## src/cpu_pkg.sv

```systemverilog
package cpu_pkg;

    // ----------------------------------------------------------------------
    // data widths
    // ----------------------------------------------------------------------

    // register and ALU word
    typedef logic [15:0] word_t;
    // one byte on the memory buses
    typedef logic [7:0]  byte_t;
    // general register number
    typedef logic [2:0]  reg_idx_t;

    // ----------------------------------------------------------------------
    // instruction format
    // ----------------------------------------------------------------------

    typedef enum logic [4:0] {
        NOP   = 5'd0,
        HALT  = 5'd1,
        LOAD  = 5'd2,
        STORE = 5'd3,
        LDIH  = 5'd4,
        ADD   = 5'd5,
        ADDI  = 5'd6,
        SUB   = 5'd7,
        SUBI  = 5'd8,
        CMP   = 5'd9,
        AND   = 5'd10,
        OR    = 5'd11,
        XOR   = 5'd12,
        SLL   = 5'd13,
        SRL   = 5'd14,
        SET   = 5'd15,
        JUMP  = 5'd16,
        BZ    = 5'd17,
        BNZ   = 5'd18,
        BN    = 5'd19,
        BNN   = 5'd20,
        BC    = 5'd21,
        BNC   = 5'd22
    } opcode_e;

    // f2 and f3 are either register numbers or immediate nibbles
    typedef struct packed {
        opcode_e    op;
        reg_idx_t   r1;
        logic [3:0] f2;
        logic [3:0] f3;
    } instr_t;

    // ----------------------------------------------------------------------
    // control
    // ----------------------------------------------------------------------

    // eight phases per instruction after IDLE
    typedef enum logic [3:0] {
        IDLE = 4'b0000,
        IF   = 4'b0001,
        IF2  = 4'b0011,
        ID   = 4'b0010,
        EX   = 4'b0110,
        EX2  = 4'b0100,
        MEM  = 4'b0101,
        MEM2 = 4'b0111,
        WB   = 4'b1111
    } phase_e;

    typedef struct packed {
        word_t a;
        word_t b;
        word_t sdata;
    } operands_t;

    typedef struct packed {
        logic zf;
        logic nf;
        logic cf;
    } flags_t;

    // why the last run stopped
    typedef enum logic [1:0] {
        NONE           = 2'd0,
        HALTED         = 2'd1,
        END_OF_PROGRAM = 2'd2
    } stop_e;

endpackage

```

## src/cpu_alu.sv

```systemverilog
module cpu_alu (
    input  logic               clk,
    input  logic               rst_n,
    input  cpu_pkg::phase_e    phase,
    input  cpu_pkg::instr_t    ir,
    input  cpu_pkg::operands_t operands,
    output cpu_pkg::word_t     result,
    output cpu_pkg::flags_t    flags
);

    cpu_pkg::word_t alu_out;
    logic           alu_cf;
    logic           sets_flags;

    // ----------------------------------------------------------------------
    // combinational datapath
    // ----------------------------------------------------------------------

    always_comb
    begin
        case (ir.op)
            cpu_pkg::AND:
                {alu_cf, alu_out} = {1'b0, operands.a & operands.b};
            cpu_pkg::OR:
                {alu_cf, alu_out} = {1'b0, operands.a | operands.b};
            cpu_pkg::XOR:
                {alu_cf, alu_out} = {1'b0, operands.a ^ operands.b};
            // shifts keep the old carry
            cpu_pkg::SLL:
                {alu_cf, alu_out} = {flags.cf, operands.a << operands.b[3:0]};
            cpu_pkg::SRL:
                {alu_cf, alu_out} = {flags.cf, operands.a >> operands.b[3:0]};
            cpu_pkg::SET:
                {alu_cf, alu_out} = {flags.cf, operands.b};
            // bit 16 is the borrow
            cpu_pkg::SUB, cpu_pkg::SUBI, cpu_pkg::CMP:
                {alu_cf, alu_out} = {1'b0, operands.a} - {1'b0, operands.b};
            // also address and branch target
            default:
                {alu_cf, alu_out} = {1'b0, operands.a} + {1'b0, operands.b};
        endcase
    end

    always_comb
    begin
        case (ir.op)
            cpu_pkg::LDIH, cpu_pkg::ADD, cpu_pkg::ADDI, cpu_pkg::SUB, cpu_pkg::SUBI,
            cpu_pkg::CMP, cpu_pkg::AND, cpu_pkg::OR, cpu_pkg::XOR, cpu_pkg::SLL,
            cpu_pkg::SRL:
                sets_flags = 1'b1;
            default:
                sets_flags = 1'b0;
        endcase
    end

    // ----------------------------------------------------------------------
    // result and flags, loaded at the end of EX
    // ----------------------------------------------------------------------

    always_ff @(posedge clk or negedge rst_n)
    begin
        if (!rst_n)
        begin
            result <= '0;
            flags  <= '0;
        end
        else if (phase == cpu_pkg::EX)
        begin
            result <= alu_out;
            if (sets_flags)
            begin
                flags.zf <= (alu_out == '0);
                flags.nf <= alu_out[15];
                flags.cf <= alu_cf;
            end
        end
    end

endmodule

```

## src/cpu_pc_unit.sv

```systemverilog
module cpu_pc_unit #(
    parameter int PC_WIDTH = 8
) (
    input  logic                clk,
    input  logic                rst_n,
    input  logic                start,
    input  cpu_pkg::phase_e     phase,
    input  cpu_pkg::instr_t     ir,
    input  cpu_pkg::flags_t     flags,
    input  cpu_pkg::word_t      result,
    output logic [PC_WIDTH-1:0] pc,
    output logic                at_end
);

    logic taken;

    // branch decision on the flags of earlier instructions
    always_comb
    begin
        case (ir.op)
            cpu_pkg::JUMP: taken = 1'b1;
            cpu_pkg::BZ:   taken = flags.zf;
            cpu_pkg::BNZ:  taken = !flags.zf;
            cpu_pkg::BN:   taken = flags.nf;
            cpu_pkg::BNN:  taken = !flags.nf;
            cpu_pkg::BC:   taken = flags.cf;
            cpu_pkg::BNC:  taken = !flags.cf;
            default:       taken = 1'b0;
        endcase
    end

    // last instruction slot reached
    assign at_end = &pc;

    always_ff @(posedge clk or negedge rst_n)
    begin
        if (!rst_n)
            pc <= '0;
        else if (phase == cpu_pkg::IDLE && start)
            pc <= '0;
        else if (phase == cpu_pkg::WB)
        begin
            if (taken)
                pc <= result[PC_WIDTH-1:0];
            else if (!at_end)
                pc <= pc + 1'b1;
        end
    end

endmodule

```

## src/cpu_regfile.sv

```systemverilog
module cpu_regfile (
    input  logic               clk,
    input  logic               rst_n,
    input  cpu_pkg::phase_e    phase,
    input  cpu_pkg::instr_t    ir,
    input  cpu_pkg::byte_t     d_rdata,
    input  cpu_pkg::word_t     result,
    output cpu_pkg::operands_t operands
);

    cpu_pkg::word_t    gr [8];
    cpu_pkg::reg_idx_t r2;
    cpu_pkg::reg_idx_t r3;
    logic              is_load;
    logic              writes_r1;

    assign r2      = ir.f2[2:0];
    assign r3      = ir.f3[2:0];
    assign is_load = (ir.op == cpu_pkg::LOAD);

    // instructions that leave their result in r1
    always_comb
    begin
        case (ir.op)
            cpu_pkg::LDIH, cpu_pkg::ADD, cpu_pkg::ADDI, cpu_pkg::SUB, cpu_pkg::SUBI,
            cpu_pkg::AND, cpu_pkg::OR, cpu_pkg::XOR, cpu_pkg::SLL, cpu_pkg::SRL,
            cpu_pkg::SET:
                writes_r1 = 1'b1;
            default:
                writes_r1 = 1'b0;
        endcase
    end

    // ----------------------------------------------------------------------
    // operand select in ID
    // ----------------------------------------------------------------------

    always_ff @(posedge clk or negedge rst_n)
    begin
        if (!rst_n)
            operands <= '0;
        else if (phase == cpu_pkg::ID)
        begin
            case (ir.op)
                cpu_pkg::JUMP:
                    operands.a <= '0;
                cpu_pkg::LDIH, cpu_pkg::ADDI, cpu_pkg::SUBI, cpu_pkg::SET,
                cpu_pkg::BZ, cpu_pkg::BNZ, cpu_pkg::BN, cpu_pkg::BNN,
                cpu_pkg::BC, cpu_pkg::BNC:
                    operands.a <= gr[ir.r1];
                cpu_pkg::LOAD, cpu_pkg::STORE, cpu_pkg::ADD, cpu_pkg::SUB,
                cpu_pkg::CMP, cpu_pkg::AND, cpu_pkg::OR, cpu_pkg::XOR,
                cpu_pkg::SLL, cpu_pkg::SRL:
                    operands.a <= gr[r2];
                default:
                    operands.a <= operands.a;
            endcase

            case (ir.op)
                // offset or shift amount
                cpu_pkg::LOAD, cpu_pkg::STORE, cpu_pkg::SLL, cpu_pkg::SRL:
                    operands.b <= {12'd0, ir.f3};
                cpu_pkg::ADDI, cpu_pkg::SUBI, cpu_pkg::SET, cpu_pkg::JUMP,
                cpu_pkg::BZ, cpu_pkg::BNZ, cpu_pkg::BN, cpu_pkg::BNN,
                cpu_pkg::BC, cpu_pkg::BNC:
                    operands.b <= {8'd0, ir.f2, ir.f3};
                cpu_pkg::LDIH:
                    operands.b <= {ir.f2, ir.f3, 8'd0};
                cpu_pkg::ADD, cpu_pkg::SUB, cpu_pkg::CMP, cpu_pkg::AND,
                cpu_pkg::OR, cpu_pkg::XOR:
                    operands.b <= gr[r3];
                default:
                    operands.b <= operands.b;
            endcase

            if (ir.op == cpu_pkg::STORE)
                operands.sdata <= gr[ir.r1];
        end
    end

    // ----------------------------------------------------------------------
    // register writes, load bytes and writeback
    // ----------------------------------------------------------------------

    always_ff @(posedge clk or negedge rst_n)
    begin
        if (!rst_n)
        begin
            for (int i = 0; i < 8; i++)
                gr[i] <= '0;
        end
        else if (phase == cpu_pkg::MEM && is_load)
            gr[ir.r1][7:0] <= d_rdata;
        else if (phase == cpu_pkg::MEM2 && is_load)
            gr[ir.r1][15:8] <= d_rdata;
        else if (phase == cpu_pkg::WB && writes_r1)
            gr[ir.r1] <= result;
    end

endmodule

```

## src/cpu_sequencer.sv

```systemverilog
module cpu_sequencer #(
    parameter int PC_WIDTH = 8
) (
    input  logic                clk,
    input  logic                rst_n,
    input  logic                start,
    input  cpu_pkg::byte_t      i_data,
    input  logic [PC_WIDTH-1:0] pc,
    input  logic                at_end,
    input  cpu_pkg::word_t      result,
    input  cpu_pkg::operands_t  operands,
    output cpu_pkg::phase_e     phase,
    output cpu_pkg::instr_t     ir,
    output logic [PC_WIDTH:0]   i_addr,
    output logic [PC_WIDTH:0]   d_addr,
    output logic                d_we,
    output cpu_pkg::byte_t      d_wdata,
    output cpu_pkg::stop_e      stop
);

    cpu_pkg::phase_e next_phase;
    cpu_pkg::word_t  ir_word;
    logic            byte_sel;
    logic            is_store;

    // ----------------------------------------------------------------------
    // phase FSM
    // ----------------------------------------------------------------------

    always_comb
    begin
        case (phase)
            cpu_pkg::IDLE: next_phase = start ? cpu_pkg::IF : cpu_pkg::IDLE;
            cpu_pkg::IF:   next_phase = cpu_pkg::IF2;
            cpu_pkg::IF2:  next_phase = cpu_pkg::ID;
            cpu_pkg::ID:   next_phase = cpu_pkg::EX;
            cpu_pkg::EX:   next_phase = cpu_pkg::EX2;
            cpu_pkg::EX2:  next_phase = cpu_pkg::MEM;
            cpu_pkg::MEM:  next_phase = cpu_pkg::MEM2;
            cpu_pkg::MEM2: next_phase = cpu_pkg::WB;
            cpu_pkg::WB:
                if (ir.op == cpu_pkg::HALT || at_end)
                    next_phase = cpu_pkg::IDLE;
                else
                    next_phase = cpu_pkg::IF;
            default:       next_phase = cpu_pkg::IDLE;
        endcase
    end

    always_ff @(posedge clk or negedge rst_n)
    begin
        if (!rst_n)
            phase <= cpu_pkg::IDLE;
        else
            phase <= next_phase;
    end

    // stop cause, cleared again by the next start
    always_ff @(posedge clk or negedge rst_n)
    begin
        if (!rst_n)
            stop <= cpu_pkg::NONE;
        else if (phase == cpu_pkg::IDLE && start)
            stop <= cpu_pkg::NONE;
        else if (phase == cpu_pkg::WB)
        begin
            if (ir.op == cpu_pkg::HALT)
                stop <= cpu_pkg::HALTED;
            else if (at_end)
                stop <= cpu_pkg::END_OF_PROGRAM;
        end
    end

    // ----------------------------------------------------------------------
    // fetch, low byte first
    // ----------------------------------------------------------------------

    always_ff @(posedge clk or negedge rst_n)
    begin
        if (!rst_n)
            ir_word <= '0;
        else if (phase == cpu_pkg::IF)
            ir_word[7:0] <= i_data;
        else if (phase == cpu_pkg::IF2)
            ir_word[15:8] <= i_data;
    end

    assign ir = cpu_pkg::instr_t'(ir_word);

    // ----------------------------------------------------------------------
    // byte buses
    // ----------------------------------------------------------------------

    // second byte of each transfer
    assign byte_sel = (phase == cpu_pkg::IF2) || (phase == cpu_pkg::MEM2);

    assign i_addr = {pc, byte_sel};
    assign d_addr = {result[PC_WIDTH-1:0], byte_sel};

    assign is_store = (ir.op == cpu_pkg::STORE);
    assign d_we     = is_store && (phase == cpu_pkg::MEM || phase == cpu_pkg::MEM2);
    assign d_wdata  = byte_sel ? operands.sdata[15:8] : operands.sdata[7:0];

endmodule

```

## src/serial_cpu.sv

```systemverilog
module serial_cpu #(
    parameter int PC_WIDTH = 8
) (
    input  logic              clk,
    input  logic              rst_n,
    input  logic              start,
    input  cpu_pkg::byte_t    i_data,
    input  cpu_pkg::byte_t    d_rdata,
    output logic [PC_WIDTH:0] i_addr,
    output logic [PC_WIDTH:0] d_addr,
    output logic              d_we,
    output cpu_pkg::byte_t    d_wdata,
    output cpu_pkg::stop_e    stop
);

    cpu_pkg::phase_e     phase;
    cpu_pkg::instr_t     ir;
    cpu_pkg::operands_t  operands;
    cpu_pkg::word_t      result;
    cpu_pkg::flags_t     flags;
    logic [PC_WIDTH-1:0] pc;
    logic                at_end;

    // ----------------------------------------------------------------------
    // control and bus muxing
    // ----------------------------------------------------------------------

    cpu_sequencer #(
        .PC_WIDTH (PC_WIDTH)
    ) u_sequencer (
        .clk      (clk),
        .rst_n    (rst_n),
        .start    (start),
        .i_data   (i_data),
        .pc       (pc),
        .at_end   (at_end),
        .result   (result),
        .operands (operands),
        .phase    (phase),
        .ir       (ir),
        .i_addr   (i_addr),
        .d_addr   (d_addr),
        .d_we     (d_we),
        .d_wdata  (d_wdata),
        .stop     (stop)
    );

    // ----------------------------------------------------------------------
    // datapath
    // ----------------------------------------------------------------------

    cpu_regfile u_regfile (
        .clk      (clk),
        .rst_n    (rst_n),
        .phase    (phase),
        .ir       (ir),
        .d_rdata  (d_rdata),
        .result   (result),
        .operands (operands)
    );

    cpu_alu u_alu (
        .clk      (clk),
        .rst_n    (rst_n),
        .phase    (phase),
        .ir       (ir),
        .operands (operands),
        .result   (result),
        .flags    (flags)
    );

    // next pc beside the ALU
    cpu_pc_unit #(
        .PC_WIDTH (PC_WIDTH)
    ) u_pc_unit (
        .clk      (clk),
        .rst_n    (rst_n),
        .start    (start),
        .phase    (phase),
        .ir       (ir),
        .flags    (flags),
        .result   (result),
        .pc       (pc),
        .at_end   (at_end)
    );

endmodule

```

## config.mk

```make
export PLATFORM = sky130hd
export DESIGN_NAME = serial_cpu
export DESIGN_NICKNAME = d
export VERILOG_FILES = /design/src/cpu_pkg.sv /design/src/cpu_alu.sv /design/src/cpu_pc_unit.sv /design/src/cpu_regfile.sv /design/src/cpu_sequencer.sv /design/src/serial_cpu.sv
export SDC_FILE = /design/constraint.sdc
export NUM_CORES = 1
export LEC_CHECK = 0
export BUFFER_PORTS_ARGS = -buffer_cell sky130_fd_sc_hd__buf_4
export CAP_MARGIN = 30
export CELL_PAD_IN_SITES_DETAIL_PLACEMENT = 1
export CELL_PAD_IN_SITES_GLOBAL_PLACEMENT = 2
export CORE_UTILIZATION = 30
export DETAILED_ROUTE_END_ITERATION = 16
export PLACE_DENSITY = 0.58
export SKIP_CTS_REPAIR_TIMING = 1
export SYNTH_ARGS = -nofsm -noshare
export SYNTH_HDL_FRONTEND = slang
export SYNTH_HIERARCHICAL = 1
export SYNTH_SLANG_ARGS = --single-unit
```

## constraint.sdc

```tcl
create_clock -name clk -period 4.7 [get_ports clk]
set_clock_uncertainty 0.05 [all_clocks]
set_input_delay 0.47 -clock clk [delete_from_list [all_inputs] [get_ports clk]]
set_output_delay 0.47 -clock clk [all_outputs]
set_load 0.03 [all_outputs]
```

## After elaboration in Yosys (flattened, before gate mapping)

Memory sizes are Yosys's and may differ from the RTL's.
Cells that the tools add are included.
Widths: inputs -> output; s select.

- Reduce and logical (&&, ||, !) cells: 36
- Add/subtract/negate cells: 3
- Equality and inequality tests: 31
- $mul: 0
- Shifts and indexed selects: 2
- $lt $le $gt $ge: 4
- Mux-type cells: 40
- Bitwise gates (word level): 8
- Div/mod/pow operators: 0

Operators with widths:

| operator | count |
|---|---|
| $bwmux 128 | 3 |
| $mux 128 | 3 |
| $bmux 16 s3 | 3 |
| $demux 16 s3 | 3 |
| $mux 16 | 8 |
| $pmux 16 s7 | 1 |
| $pmux 16 s4 | 1 |
| $mux 8 | 6 |
| $pmux 16 s3 | 1 |
| $eq 5x4->1 const B | 8 |
| $pmux 4 s9 | 1 |
| $eq 5x5->1 const B | 7 |
| $reduce_or 10->1 | 3 |
| $eq 5x3->1 const B | 4 |
| $add 16x16->17 | 1 |
| $sub 16x16->17 | 1 |
| $and 16x16->16 | 1 |
| $eq 4x3->1 const B | 4 |
| $logic_not 16->1 | 1 |
| $or 16x16->16 | 1 |
| $shl 16x4->16 | 1 |
| $shr 16x4->16 | 1 |
| $xor 16x16->16 | 1 |
| $reduce_and 2->1 | 7 |
| 27 further kinds | 53 |

- Register bits after elaboration: 225
- Word-level logic and storage cells: 146
- Latch bits: 0
- Memories: 2
- Memory bits (read-only): 32
- Output and inout bits: 29
- RAM bits: 0

Memories:

| name | words | bits a word | rd ports | clocked after Yosys merged registers in | wr ports | line | RTL |
|---|---|---|---|---|---|---|---|
| (name not given) | 16 | 1 | 1 | 0 | 0 | cpu_alu.sv:46 | `case (ir.op)` |
| (name not given) | 16 | 1 | 1 | 0 | 0 | cpu_regfile.sv:24 | `case (ir.op)` |

## Longest topological paths before layout

Gate-level depths: netlist of run 1.

- Depth in word-level cells: 9
- Gate-level depth with buffers: 13

## By module

The synthesis of run 1 kept the hierarchy.

Modules (own cells, without submodules):

| module | area each (µm²) | instances | cells an instance | seq. area each (µm²) |
|---|---|---|---|---|
| cpu_regfile | 10,421.2 | 1 | 892 | 4,404.2 |
| cpu_alu | 4,922.2 | 1 | 640 | 475.5 |
| cpu_sequencer | 1,164.9 | 1 | 94 | 550.5 |
| cpu_pc_unit | 693.2 | 1 | 86 | 200.2 |

## Worst setup path after synthesis of run 1

Ideal clock, no wire load.

- Kind: register -> register
- From: register u_regfile/operands[17] (netlist name)
- To: register u_alu/flags[2] (netlist name)
- Library setup time: 76 ps
- Buffers on the path: 2
- Arrival: 3,069 ps
- Required time: 4,574 ps
- Path slack: 1,505 ps
- Cell stages (with the launch flop): 14
- Cell sequence: dfrtp_1 > buf_6 > buf_2 > inv_1 > ha_1 > a211oi_1 > o21bai_1 > a2111o_1 > a2111oi_2 > or2_2 > o221ai_1 > a21oi_1 > nand3_1 > o21ai_1

- Longest elaborated chain between the ends: 3

RTL lines:

| what | line | RTL |
|---|---|---|
| $add 16x16->17 (tied with other cells) | cpu_alu.sv:40 | `{alu_cf, alu_out} = {1'b0, operands.a} + {1'b0, operands.b};` |
| $pmux 16 s7 * | cpu_alu.sv:21 | `case (ir.op)` |
| $logic_not 16->1 * | cpu_alu.sv:72 | `flags.zf <= (alu_out == '0);` |

Mark *: on every way between the ends. The rest lies on a longest branch, timed or not.
A chain may end at the register's enable or synchronous reset.

## Final worst setup path of run 1

- From: register u_regfile/operands[17] (netlist name)
- To: register u_alu/flags[2] (netlist name)

- Longest elaborated chain between the ends: 3

RTL lines:

| what | line |
|---|---|
| $add 16x16->17 (tied with other cells) | cpu_alu.sv:40 |
| $pmux 16 s7 * | cpu_alu.sv:21 |
| $logic_not 16->1 * | cpu_alu.sv:72 |

Marks and branches as above.

==> metrics.txt, run 1 <==
# TYPE chip_impl_metric gauge
chip_impl_info{name="cts.root.buffer_cell",value="sky130_fd_sc_hd__clkbuf_16"} 1
chip_impl_metric{name="number_of_distinct_library_cells_after_synthesis",unit=""} 108
chip_impl_metric{name="grt_start_max_net_pins",unit=""} 102
chip_impl_metric{name="grt_first_pass_wirelength",unit="mm"} 109.2
chip_impl_metric{name="die_height",unit="um"} 241.5
chip_impl_metric{name="slew_headroom",unit="%"} 33.94
chip_impl_metric{name="design.die.area",unit="mm^2"} 0.05830
chip_impl_info{name="critPathCaptureType",value="flip-flop"} 1
chip_impl_metric{name="dp.final_hpwl",unit="mm"} 52.66
chip_impl_metric{name="fin_hold_ws",unit="ns"} 0.06863
chip_impl_metric{name="syn-instance-count",unit=""} 1712
chip_impl_info{name="worst_setup_path_start_kind",value="flip-flop"} 1
chip_impl_metric{name="number_of_enable_flip_flop_cells_after_synthesis",unit=""} 0
chip_impl_metric{name="final.setup.tns",unit="ns"} 0
chip_impl_metric{name="io-pin-count",unit=""} 48
chip_impl_metric{name="postSynthRegisterBits",unit=""} 225
chip_impl_metric{name="insertion_delay",unit="ns"} 0.60
chip_impl_metric{name="synthToLayoutAreaGrowth",unit="%"} 11.87
chip_impl_metric{name="detail_route.drc_violations",unit=""} 0
chip_impl_metric{name="grt.total_usage",unit="%"} 25.51
chip_impl_metric{name="vias_in_the_first_global_route",unit=""} 15440
chip_impl_info{name="status",value="complete, no violations"} 1
chip_impl_metric{name="postSynthNetCount",unit=""} 1783
chip_impl_metric{name="first_pass_detailed_route_iteration_total",unit=""} 5
chip_impl_metric{name="synth.yosys.seq_area_share",unit="%"} 32.73
chip_impl_metric{name="routabilityCongestion",unit=""} 0.8757
chip_impl_metric{name="critPathRequiredTime",unit="ns"} 5.17
chip_impl_metric{name="htreeDepth",unit=""} 1
chip_impl_metric{name="cts.path.max_buffers",unit=""} 3
chip_impl_metric{name="final_min_period_over_clock_period",unit="%"} 79.57
chip_impl_metric{name="antenna-diode-count",unit=""} 0
chip_impl_metric{name="core_box_area",unit="mm^2"} 0.05650
chip_impl_metric{name="route.vias.total",unit=""} 15030
chip_impl_metric{name="globalRoute.totalOverflow",unit=""} 0
chip_impl_metric{name="static-leakage-power",unit="uW"} 0.007461
chip_impl_metric{name="cts-buffers-inserted",unit=""} 29
chip_impl_metric{name="synthesized_area",unit="mm^2"} 0.01720
chip_impl_metric{name="finalMaxSlewViolations",unit=""} 0
chip_impl_metric{name="timing.final.crit_period",unit="ns"} 3.740
chip_impl_metric{name="initial_core_util",unit="%"} 30.45
chip_impl_metric{name="floorplan.die.width",unit="um"} 241.5
chip_impl_metric{name="finalHoldViolations",unit=""} 0
chip_impl_metric{name="totalPowerFinal",unit="uW"} 16180
chip_impl_metric{name="detail-route-antenna-nets",unit=""} 0
chip_impl_metric{name="synth.yosys.warnings",unit=""} 6
chip_impl_metric{name="post-route-worst-setup-slack",unit="ns"} 0.9603
chip_impl_info{name="synthFlopType",value="sky130_fd_sc_hd__dfrtp_1"} 1
chip_impl_metric{name="vdd.ir_drop.worst",unit="V"} 0.0003419
chip_impl_metric{name="cts.reportedPaths.clkPinSlew",unit="ns"} 0.07
chip_impl_info{name="rsz0062_at_grt",value="no"} 1
chip_impl_info{name="worst_setup_path_class",value="flip-flop to flip-flop"} 1
chip_impl_metric{name="io_buffer_count",unit=""} 47
chip_impl_metric{name="initialDrtViolationCount",unit=""} 1056
chip_impl_metric{name="max_cap_violations",unit=""} 0
chip_impl_metric{name="arrival_time_at_the_worst_endpoint",unit="ns"} 4.21
chip_impl_metric{name="route.final.wire_length",unit="mm"} 73.34
chip_impl_metric{name="pwr_density_cell",unit="mW/mm^2"} 840.8
chip_impl_metric{name="detailedPlace.worstSlack",unit="ns"} 0.9795
chip_impl_metric{name="worst_pin_slew",unit="ns"} 0.9877
chip_impl_metric{name="routed_wire_length_per_instance",unit="um"} 29.50
chip_impl_metric{name="cp_max_fo",unit=""} 38
chip_impl_metric{name="setup_violations",unit=""} 0
chip_impl_metric{name="fin_nets",unit=""} 1781
chip_impl_metric{name="numClockSinks",unit=""} 225
chip_impl_metric{name="post_drt_via_cell_ratio",unit=""} 6.047
chip_impl_metric{name="timing.fmax",unit="MHz"} 267.4
chip_impl_metric{name="synthesis.area_per_instance",unit="um^2"} 10.05
chip_impl_metric{name="antenna_found_initial",unit=""} 1
chip_impl_metric{name="row_count",unit=""} 87
chip_impl_metric{name="synth-async-reset-ratio",unit="%"} 100.0
chip_impl_metric{name="share_of_cells_above_drive_strength_1",unit="%"} 24.57
chip_impl_info{name="timing.hold.worst.class",value="input pin to flip-flop"} 1
chip_impl_info{name="clock_tree_from_tritoncts",value="done"} 1
[state kept, by name, indices dropped and copies added (netlist names)]
name                cells
u_pc_unit/pc            8
u_sequencer/phase       4
u_regfile/gr          128
u_alu/result           16
u_regfile/operands     48
u_sequencer/ir         16
u_sequencer/stop        2
u_alu/flags             3
[logic make-up (layout without fill, tap and decap cells)]
family	count (synthesis)	in the layout	share of synthesized area (%)
adders and majority gates	52	52	3.870
buffers and inverters	193	211	5.433
AOI/OAI and AO/OA	466	466	19.51
and+or+nand+nor	508	508	15.38
xor gates and xnor gates	6	6	0.3055
muxes	262	262	22.77
DFF	225	225	32.73
[layout make-up]
cell class	count	area (um^2)
fillers	6340	37250
multi-input cells	1294	10650
flip-flops and latches	225	5638
well taps	756	945.9
clock buffers	42	844.6
repair buffers	105	823.3
inverters	55	206.4
clock inverters	9	138.9
[cell usage after synthesis, types with 46 or more instances]
library cell                 n  area share (%)
sky130_fd_sc_hd__mux4_2     91              12
sky130_fd_sc_hd__inv_1      54             1.2
sky130_fd_sc_hd__nor2_1    118             2.6
sky130_fd_sc_hd__clkbuf_1   56             1.2
sky130_fd_sc_hd__ha_1       50             3.6
sky130_fd_sc_hd__nand2_1   138             3.0
sky130_fd_sc_hd__o22a_1     61             3.1
sky130_fd_sc_hd__o21ai_0   113             3.3
sky130_fd_sc_hd__dfrtp_1   225              33
sky130_fd_sc_hd__a21oi_1    62             1.8
sky130_fd_sc_hd__mux2_2    125             8.2
sky130_fd_sc_hd__mux2i_1    46             2.7
[cells in the final DEF (no fill, tap or decap), drive strengths merged, types with 20 or more instances in the layout]
| cell type | Yosys | final |
|---|---|---|
| dfrtp | 225 | 225 |
| o21ai | 119 | 119 |
| nor2 | 120 | 120 |
| o22ai | 26 | 26 |
| ha | 50 | 50 |
| nand2 | 143 | 143 |
| buf | 82 | 104 |
| and3 | 20 | 20 |
| o221ai | 28 | 28 |
| nand3 | 42 | 42 |
| nand2b | 23 | 23 |
| inv | 54 | 55 |
| nor3 | 41 | 41 |
| a21oi | 63 | 63 |
| mux2 | 125 | 125 |
| mux2i | 46 | 46 |
| clkbuf | 56 | 42 |
| mux4 | 91 | 91 |
| nor2b | 24 | 24 |
| o22a | 61 | 61 |
[metal layers]
| metal | vias to the layer above | wire, um | GRT usage [%] |
|---|---|---|---|
| met5 | - | 13 | 0 |
| met4 | 2 | 2068 | 7.077 |
| met3 | 112 | 2775 | 2.347 |
| met2 | 382 | 34810 | 41.95 |
| met1 | 7983 | 33670 | 35.64 |
| li1 | 6553 | - | - |
[power by group]
| part | internal (uW) | leakage (uW) | switching (uW) |
|---|---|---|---|
| sequential | 2770 | 0.00263 | 1500 |
| clock | 1410 | 0.000487 | 946 |
| combinational | 3960 | 0.00435 | 5600 |
| total | 8140 | 0.00746 | 8040 |
[critical path, stage by stage (launching register included)]
cell and delay [ns]:
sky130_fd_sc_hd__dfrtp_2 0.37, sky130_fd_sc_hd__buf_4 0.47, sky130_fd_sc_hd__mux4_2 0.63, sky130_fd_sc_hd__a22oi_2 0.21
sky130_fd_sc_hd__nor2_1 0.08, sky130_fd_sc_hd__a221o_1 0.31, sky130_fd_sc_hd__o32ai_1 0.48, sky130_fd_sc_hd__nand3_1 0.13
sky130_fd_sc_hd__nor4_1 0.59, sky130_fd_sc_hd__nand4_1 0.18, sky130_fd_sc_hd__o21ai_1 0.16
[worst paths after layout]
kind,startpoint,endpoint,slack [ns],depth (start not counted)
min in group asynchronous,rst_n,u_regfile/gr[16],0.42,2
max in group asynchronous,rst_n,u_regfile/operands[40],3.05,3
worst max register to register,u_regfile/operands[17],u_alu/flags[2],0.96,10
worst max-delay path,u_regfile/operands[17],u_alu/flags[2],0.96,10
worst min-delay path,start,u_sequencer/stop[1],0.07,2
worst min register to register,u_regfile/operands[6],u_regfile/operands[6],0.43,2
[stage by stage]
step	cells	instance area [um^2]	util, %
5_1_grt	2486	19240	34.06
2_1_floorplan	1712	17200	-
3_5_place_dp	2433	18240	32.29
6_report	2486	19240	34.06
3_3_place_gp	2433	18240	32.29
4_1_cts	2484	19230	34.03
No activity file was read; power rests on OpenSTA's default activity.
==> run 2, diff against run 1 <==
==> constraint.sdc (replaced) <==
create_clock -name clk -period 3.8 [get_ports clk]
set_clock_uncertainty 0.05 [all_clocks]
set_input_delay 0.38 -clock clk [delete_from_list [all_inputs] [get_ports clk]]
set_output_delay 0.38 -clock clk [all_outputs]
set_load 0.03 [all_outputs]
==> metrics.txt, run 2 (same netlist as run 1, synthesis figures left out) <==
# TYPE chip_impl_metric gauge
chip_impl_metric{name="detail_route.drc_violations",unit=""} 0
chip_impl_metric{name="synthToLayoutAreaGrowth",unit="%"} 14.74
chip_impl_metric{name="static-leakage-power",unit="uW"} 0.007744
chip_impl_metric{name="arrival_time_at_the_worst_endpoint",unit="ns"} 3.86
chip_impl_info{name="top_regs",value="u_regfile/gr (128), u_regfile/operands (48)"} 1
chip_impl_info{name="clock_tree_from_tritoncts",value="done"} 1
chip_impl_metric{name="grt_start_max_net_pins",unit=""} 86
chip_impl_metric{name="cts.path.max_buffers",unit=""} 3
chip_impl_metric{name="cts-buffers-inserted",unit=""} 30
chip_impl_metric{name="initialDrtViolationCount",unit=""} 945
chip_impl_metric{name="vias_in_the_first_global_route",unit=""} 15400
chip_impl_metric{name="share_of_cells_above_drive_strength_1",unit="%"} 26.41
chip_impl_info{name="worst_setup_path_start_kind",value="flip-flop"} 1
chip_impl_metric{name="post-place-cells",unit=""} 2477
chip_impl_info{name="critPathCaptureType",value="flip-flop"} 1
chip_impl_metric{name="timing.final.crit_period",unit="ns"} 3.446
chip_impl_info{name="layout_common_cells",value="219 x sky130_fd_sc_hd__dfrtp_1, 141 x sky130_fd_sc_hd__buf_4, 138 x sky130_fd_sc_hd__nand2_1, 125 x sky130_fd_sc_hd__mux2_2, 118 x sky130_fd_sc_hd__nor2_1"} 1
chip_impl_metric{name="largest_register_ffs",unit=""} 128
chip_impl_metric{name="numClockSinks",unit=""} 225
chip_impl_metric{name="finalMaxSlewViolations",unit=""} 0
chip_impl_metric{name="io_buffer_count",unit=""} 47
chip_impl_metric{name="insertion_delay",unit="ns"} 0.62
chip_impl_info{name="regMostFlops",value="u_regfile/gr"} 1
chip_impl_metric{name="critPathRequiredTime",unit="ns"} 4.22
chip_impl_info{name="final_common_cell",value="sky130_fd_sc_hd__dfrtp_1"} 1
chip_impl_info{name="worst_setup_path_class",value="flip-flop to flip-flop"} 1
chip_impl_metric{name="first_pass_detailed_route_iteration_total",unit=""} 5
chip_impl_metric{name="cp_max_fo",unit=""} 4
chip_impl_metric{name="setup_violations",unit=""} 0
chip_impl_metric{name="antenna-diode-count",unit=""} 0
chip_impl_metric{name="detail-route-antenna-nets",unit=""} 0
chip_impl_info{name="status",value="complete, no violations"} 1
chip_impl_metric{name="critical_path.max_stage_delay",unit="ns"} 0.50
chip_impl_metric{name="grt_first_pass_wirelength",unit="mm"} 108.7
chip_impl_metric{name="routabilityCongestion",unit=""} 0.8932
chip_impl_metric{name="pwr_density_cell",unit="mW/mm^2"} 1036
chip_impl_metric{name="route.final.wire_length",unit="mm"} 73.40
chip_impl_metric{name="final_min_period_over_clock_period",unit="%"} 90.69
chip_impl_metric{name="dp.final_hpwl",unit="mm"} 54.95
chip_impl_info{name="worstPathCellList",value="ha_1, fa_1, a21o_1, nor3b_1, buf_4, o211ai_1, a21oi_1, a2111oi_1, o21bai_1, a21oi_1, o21ai_0, mux2_2"} 1
chip_impl_info{name="cpMaxStageDelayCell",value="sky130_fd_sc_hd__a2111oi_1"} 1
chip_impl_metric{name="finalHoldViolations",unit=""} 0
chip_impl_metric{name="floorplan.die.width",unit="um"} 241.5
chip_impl_metric{name="r2r_cells",unit=""} 12
chip_impl_info{name="cts.root.buffer_cell",value="sky130_fd_sc_hd__clkbuf_16"} 1
chip_impl_metric{name="routed_wire_length_per_instance",unit="um"} 28.86
chip_impl_info{name="crit_top_cell",value="sky130_fd_sc_hd__a21oi_1"} 1
chip_impl_metric{name="slew_headroom",unit="%"} 36.41
chip_impl_metric{name="timing.hold.worst_path_depth",unit=""} 4
chip_impl_metric{name="route.vias.total",unit=""} 15030
chip_impl_info{name="timing.hold.worst.class",value="input pin to flip-flop"} 1
chip_impl_metric{name="globalRoute.totalOverflow",unit=""} 0
chip_impl_metric{name="finalNonFillerCells",unit=""} 2543
chip_impl_metric{name="htreeDepth",unit=""} 1
chip_impl_metric{name="row_count",unit=""} 87
chip_impl_metric{name="timing.fmax",unit="MHz"} 290.2
chip_impl_metric{name="core_box_area",unit="mm^2"} 0.05650
chip_impl_metric{name="initial_core_util",unit="%"} 30.45
chip_impl_metric{name="cts.reportedPaths.clkPinSlew",unit="ns"} 0.06
chip_impl_metric{name="totalPowerFinal",unit="uW"} 20440
chip_impl_metric{name="final.setup.tns",unit="ns"} 0
chip_impl_metric{name="post_drt_via_cell_ratio",unit=""} 5.910
chip_impl_metric{name="worst_pin_slew",unit="ns"} 0.9514
chip_impl_metric{name="vdd.ir_drop.worst",unit="V"} 0.0004366
chip_impl_metric{name="max_cap_violations",unit=""} 0
chip_impl_metric{name="die_height",unit="um"} 241.5
chip_impl_metric{name="io-pin-count",unit=""} 48
chip_impl_info{name="rsz0062_at_grt",value="no"} 1
chip_impl_metric{name="antenna_found_initial",unit=""} 0
chip_impl_metric{name="design.die.area",unit="mm^2"} 0.05830
chip_impl_metric{name="grt.total_usage",unit="%"} 25.47
chip_impl_metric{name="fin_nets",unit=""} 1834
==> run 2: changes by cell type in the layout (fill, tap and decap cells not counted), sizes merged <==
cell	change
clkinv	+5
clkinvlp	+2
buf	+43
dlygate4sd3	+9
clkbuf	-1
inv	-1
==> run 2: area by class of cell <==
class	instances	area, um^2
fill	6351	36760
clock buffer	41	852.1
clock inverter	15	183.9
multi-input combinational	1294	10640
tap	756	945.9
sequential	225	5638
timing repair buffer	157	1274
inverter	55	206.4
==> run 2: critical path: cells and delay by family, from the launching register on <==
family,cells,cell delay (ns)
AO/OA/AOI/OAI,7,1.57
buffers and inverters,1,0.14
adder cells (fa/ha/maj),2,0.74
flip-flops,1,0.41
AND/OR/NAND/NOR,1,0.15
multiplexers,1,0.28
==> run 2: stage by stage <==
| stage | worst slack [ns] | utilization, % | hold slack [ns] | area [um^2] |
|---|---|---|---|---|
| finish | 0.3537 | 34.94 | 0.2870 | 19740 |
| CTS | 0.2703 | 34.76 | -0.2725 | 19640 |
| global placement | 0.3379 | 32.92 | 0.3758 | 18600 |
| detailed placement | 0.3004 | 32.92 | 0.3842 | 18600 |
| global route | 0.1236 | 34.94 | 0.3096 | 19740 |
| floorplan | 0.6051 | - | 0.03441 | 17200 |
==> run 2: final timing paths <==
kind	startpoint	slack (ns)	to
hold reg to reg	u_regfile/operands[5]	0.43	u_regfile/operands[5]
setup / recovery	u_regfile/operands[16]	0.35	u_alu/flags[0]
hold / removal	d_rdata[2]	0.29	u_regfile/gr[74]
min in group asynchronous	rst_n	0.30	u_regfile/gr[0]
max in group asynchronous	rst_n	2.40	u_regfile/operands[45]
setup reg to reg	u_regfile/operands[16]	0.35	u_alu/flags[0]
==> run 2: routing by layer <==
layer / global-route usage (%) / share of wire [%] / wire (um)
met5: 0 / 0 / 0
met4: 7.825 / 3.2 / 2385
met3: 2.279 / 3.3 / 2438
met2: 42.62 / 48 / 35190
met1: 34.75 / 45 / 33380
==> run 2: power breakdown <==
| group | switching [uW] | total (uW) | internal (uW) |
|---|---|---|---|
| sequential | 1700 | 5130 | 3430 |
| clock | 1210 | 2990 | 1770 |
| combinational | 7140 | 12300 | 5180 |
| total | 10100 | 20400 | 10400 |
==> run 3, diff against run 2 <==
--- a/config.mk
+++ b/config.mk
@@ -5,15 +5,15 @@
 export SDC_FILE = /design/constraint.sdc
 export NUM_CORES = 1
 export LEC_CHECK = 0
+export ABC_AREA = 1
 export BUFFER_PORTS_ARGS = -buffer_cell sky130_fd_sc_hd__buf_4
 export CAP_MARGIN = 30
 export CELL_PAD_IN_SITES_DETAIL_PLACEMENT = 1
 export CELL_PAD_IN_SITES_GLOBAL_PLACEMENT = 2
 export CORE_UTILIZATION = 30
 export DETAILED_ROUTE_END_ITERATION = 16
-export PLACE_DENSITY = 0.58
+export PLACE_DENSITY = 0.67
 export SKIP_CTS_REPAIR_TIMING = 1
 export SYNTH_ARGS = -nofsm -noshare
 export SYNTH_HDL_FRONTEND = slang
-export SYNTH_HIERARCHICAL = 1
 export SYNTH_SLANG_ARGS = --single-unit
==> metrics.txt, run 3 <==
# TYPE chip_impl_metric gauge
chip_impl_info{name="status",value="complete, but fails checks"} 1
chip_impl_info{name="violations",value="hold timing"} 1
chip_impl_metric{name="fin_hold_ws",unit="ns"} -0.02306
chip_impl_metric{name="slew_headroom",unit="%"} 31.39
chip_impl_info{name="commonest_cells_in_the_synthesized_netlist",value="646 x sky130_fd_sc_hd__nand2_1, 283 x sky130_fd_sc_hd__a21oi_1, 270 x sky130_fd_sc_hd__nor2_1, 267 x sky130_fd_sc_hd__inv_1"} 1
chip_impl_metric{name="detail_route.drc_violations",unit=""} 0
chip_impl_info{name="route.top_layer_used",value="met4"} 1
chip_impl_metric{name="netSwitchingFraction",unit="%"} 58.02
chip_impl_metric{name="clock_power_share",unit="%"} 13.5
chip_impl_metric{name="number_of_distinct_library_cells_after_synthesis",unit=""} 51
chip_impl_metric{name="detailedPlace.worstSlack",unit="ns"} 0.3409
chip_impl_metric{name="vias_in_the_first_global_route",unit=""} 20460
chip_impl_metric{name="grt_first_pass_wirelength",unit="mm"} 141.5
chip_impl_info{name="timing.hold.worst.class",value="input pin to flip-flop"} 1
chip_impl_metric{name="number_of_enable_flip_flop_cells_after_synthesis",unit=""} 0
chip_impl_info{name="rsz0062_at_grt",value="no"} 1
chip_impl_info{name="worst_setup_path_class",value="flip-flop to flip-flop"} 1
chip_impl_metric{name="design.die.area",unit="mm^2"} 0.06080
chip_impl_info{name="synth.largest_area_cell",value="sky130_fd_sc_hd__dfrtp_1"} 1
chip_impl_metric{name="postSynthNetCount",unit=""} 2805
chip_impl_metric{name="met2_routed_length",unit="mm"} 44.87
chip_impl_metric{name="die_height",unit="um"} 246.6
chip_impl_info{name="synthFlopType",value="sky130_fd_sc_hd__dfrtp_1"} 1
chip_impl_metric{name="static-leakage-power",unit="uW"} 0.009422
chip_impl_info{name="cts.root.buffer_cell",value="sky130_fd_sc_hd__clkbuf_16"} 1
chip_impl_metric{name="share_of_cells_above_drive_strength_1",unit="%"} 10.16
chip_impl_metric{name="cts-buffers-inserted",unit=""} 29
chip_impl_metric{name="core_box_area",unit="mm^2"} 0.05902
chip_impl_metric{name="wirelength_met1",unit="mm"} 41.07
chip_impl_metric{name="critPathRequiredTime",unit="ns"} 4.20
chip_impl_metric{name="totalPowerFinal",unit="uW"} 21840
chip_impl_metric{name="numClockSinks",unit=""} 225
chip_impl_metric{name="final.setup.tns",unit="ns"} 0
chip_impl_metric{name="htreeDepth",unit=""} 1
chip_impl_info{name="synthMostInstantiatedCell",value="sky130_fd_sc_hd__nand2_1"} 1
chip_impl_metric{name="synth.yosys.warnings",unit=""} 0
chip_impl_info{name="final_common_cell",value="sky130_fd_sc_hd__nand2_1"} 1
chip_impl_metric{name="yosys.area.top_type_share",unit="%"} 31.38
chip_impl_metric{name="rrSetupSlack",unit="ns"} 0.35
chip_impl_metric{name="finalHoldViolations",unit=""} 3
chip_impl_metric{name="p_comb_share",unit="%"} 66.5
chip_impl_metric{name="initial_core_util",unit="%"} 30.40
chip_impl_metric{name="synth-async-reset-ratio",unit="%"} 100.0
chip_impl_metric{name="row_count",unit=""} 89
chip_impl_info{name="regMostFlops",value="u_regfile.gr"} 1
chip_impl_info{name="critPathCaptureType",value="flip-flop"} 1
chip_impl_metric{name="postSynthRegisterBits",unit=""} 225
chip_impl_metric{name="worst_pin_slew",unit="ns"} 1.020
chip_impl_metric{name="vdd.ir_drop.worst",unit="V"} 0.0004364
chip_impl_metric{name="antenna_found_initial",unit=""} 1
chip_impl_metric{name="syn-instance-count",unit=""} 2734
chip_impl_metric{name="insertion_delay",unit="ns"} 0.60
chip_impl_metric{name="cts.reportedPaths.clkPinSlew",unit="ns"} 0.06
chip_impl_metric{name="finalMaxSlewViolations",unit=""} 0
chip_impl_metric{name="timing.fmax",unit="MHz"} 289.5
chip_impl_metric{name="first_pass_detailed_route_iteration_total",unit=""} 5
chip_impl_metric{name="synthesis.area_per_instance",unit="um^2"} 6.564
chip_impl_metric{name="routabilityCongestion",unit=""} 0.9776
chip_impl_metric{name="final_min_period_over_clock_period",unit="%"} 90.91
chip_impl_metric{name="met3_wirelength",unit="mm"} 4.371
chip_impl_metric{name="largest_register_ffs",unit=""} 128
chip_impl_metric{name="arrival_time_at_the_worst_endpoint",unit="ns"} 3.86
chip_impl_metric{name="globalRoute.totalOverflow",unit=""} 0
chip_impl_info{name="worst_setup_path_start_kind",value="flip-flop"} 1
chip_impl_metric{name="synthToLayoutAreaGrowth",unit="%"} 13.18
chip_impl_metric{name="detail-route-antenna-nets",unit=""} 0
chip_impl_info{name="top_regs",value="u_regfile.gr (128), u_regfile.operands (48)"} 1
chip_impl_metric{name="io-pin-count",unit=""} 48
chip_impl_metric{name="post_drt_via_cell_ratio",unit=""} 5.743
chip_impl_metric{name="cts.path.max_buffers",unit=""} 3
chip_impl_metric{name="seqPwrFrac",unit="%"} 20.0
chip_impl_metric{name="routed_wire_length_per_instance",unit="um"} 27.24
chip_impl_metric{name="max_cap_violations",unit=""} 0
chip_impl_info{name="layout_common_cells",value="645 x sky130_fd_sc_hd__nand2_1, 283 x sky130_fd_sc_hd__a21oi_1, 270 x sky130_fd_sc_hd__nor2_1, 266 x sky130_fd_sc_hd__inv_1, 224 x sky130_fd_sc_hd__nand3_1"} 1
chip_impl_metric{name="timing.final.crit_period",unit="ns"} 3.455
chip_impl_metric{name="synth.yosys.seq_area_share",unit="%"} 31.38
chip_impl_metric{name="dp.final_hpwl",unit="mm"} 73.41
chip_impl_metric{name="post-route-worst-setup-slack",unit="ns"} 0.3454
chip_impl_metric{name="intPower",unit="uW"} 9170
chip_impl_info{name="clock_tree_from_tritoncts",value="done"} 1
chip_impl_metric{name="fin_nets",unit=""} 2813
chip_impl_metric{name="io_buffer_count",unit=""} 47
chip_impl_metric{name="pwr_density_cell",unit="mW/mm^2"} 1076
chip_impl_metric{name="setup_violations",unit=""} 0
chip_impl_metric{name="floorplan.die.width",unit="um"} 246.6
chip_impl_metric{name="power.net_switching",unit="uW"} 12670
chip_impl_metric{name="cp_max_fo",unit=""} 52
chip_impl_metric{name="antenna-diode-count",unit=""} 0
chip_impl_metric{name="initialDrtViolationCount",unit=""} 1612
chip_impl_metric{name="route.final.wire_length",unit="mm"} 96.38
chip_impl_metric{name="synthesized_area",unit="mm^2"} 0.01794
chip_impl_metric{name="num-fill-cells",unit=""} 7515
chip_impl_metric{name="grt.total_usage",unit="%"} 31.66
chip_impl_metric{name="grt_start_max_net_pins",unit=""} 89
chip_impl_metric{name="route.vias.total",unit=""} 20320
chip_impl_info{name="synth.top_cells.by_area",value="sky130_fd_sc_hd__dfrtp_1 31%, sky130_fd_sc_hd__nand2_1 14%, sky130_fd_sc_hd__a21oi_1 7.9%, sky130_fd_sc_hd__nand3_1 6.3%, sky130_fd_sc_hd__nor2_1 5.6%"} 1
==> run 3: final timing paths <==
kind                                     start                     end  cells past startpoint
min in group asynchronous                rst_n        u_regfile.gr[22]                      2
setup reg to reg            u_sequencer.ir[12]  u_regfile.operands[32]                     12
max in group asynchronous                rst_n         u_alu.result[8]                      3
hold / removal                       i_data[0]       u_sequencer.ir[8]                      3
setup / recovery            u_sequencer.ir[12]  u_regfile.operands[32]                     12
hold reg to reg            u_sequencer.stop[0]     u_sequencer.stop[0]                      2
==> run 3: power groups by stage <==
stage	sequential [uW]	combinational (uW)	clock [uW]
2_1_floorplan	4010	8570	0
3_3_place_gp	4350	14100	0
3_5_place_dp	4380	14200	0
4_1_cts	4350	14300	3000
5_1_grt	4490	15500	3080
6_report	4370	14500	2940
==> run 3: logic make-up after synthesis <==
logic type      synth area share [%]
simple gates                   28.53
compound gates                 22.91
buf+inv                        10.21
flops                          31.38
fa+ha+maj                      3.709
mux                            2.678
xor+xnor                      0.5857
==> run 3: cell type report <==
class / instances / area [um^2] / share of cell area, %
multi-input cells: 2049 / 10490 / 51.65
inverters: 295 / 1110 / 5.464
flip-flops and latches: 225 / 5635 / 27.75
repair buffers: 142 / 1104 / 5.434
clock inverters: 10 / 111.4 / 0.5483
well taps: 773 / 967.2 / 4.762
clock buffers: 44 / 892.1 / 4.393
==> run 3: worst max-delay path, cell delays in order, from the launching register on <==
cell and delay (ns):
sky130_fd_sc_hd__dfrtp_1 0.51, sky130_fd_sc_hd__nand2_4 0.16, sky130_fd_sc_hd__nor2_4 0.11, sky130_fd_sc_hd__nand2_1 0.33, sky130_fd_sc_hd__nand2_2 0.11, sky130_fd_sc_hd__nor2_4 0.19
sky130_fd_sc_hd__nand2_4 0.22, sky130_fd_sc_hd__nor4_4 0.66, sky130_fd_sc_hd__nand3_2 0.18, sky130_fd_sc_hd__nand2_4 0.21, sky130_fd_sc_hd__inv_4 0.25, sky130_fd_sc_hd__nand2_1 0.23
sky130_fd_sc_hd__o21ai_2 0.07
==> run 3: per-layer routing <==
layer  vias to the layer above  GRT usage [%]
met5                         -              0
met3                       204          2.800
met4                         0          17.70
li1                       9200              -
met1                     10230          40.81
met2                       691          51.89
==> run 3: stage by stage <==
step	std cells	instance area (um^2)	util, %
6_report	3538	20310	34.41
5_1_grt	3538	20310	34.41
4_1_cts	3535	20280	34.36
3_5_place_dp	3481	19280	32.66
3_3_place_gp	3479	19260	32.64
2_1_floorplan	2734	17940	-
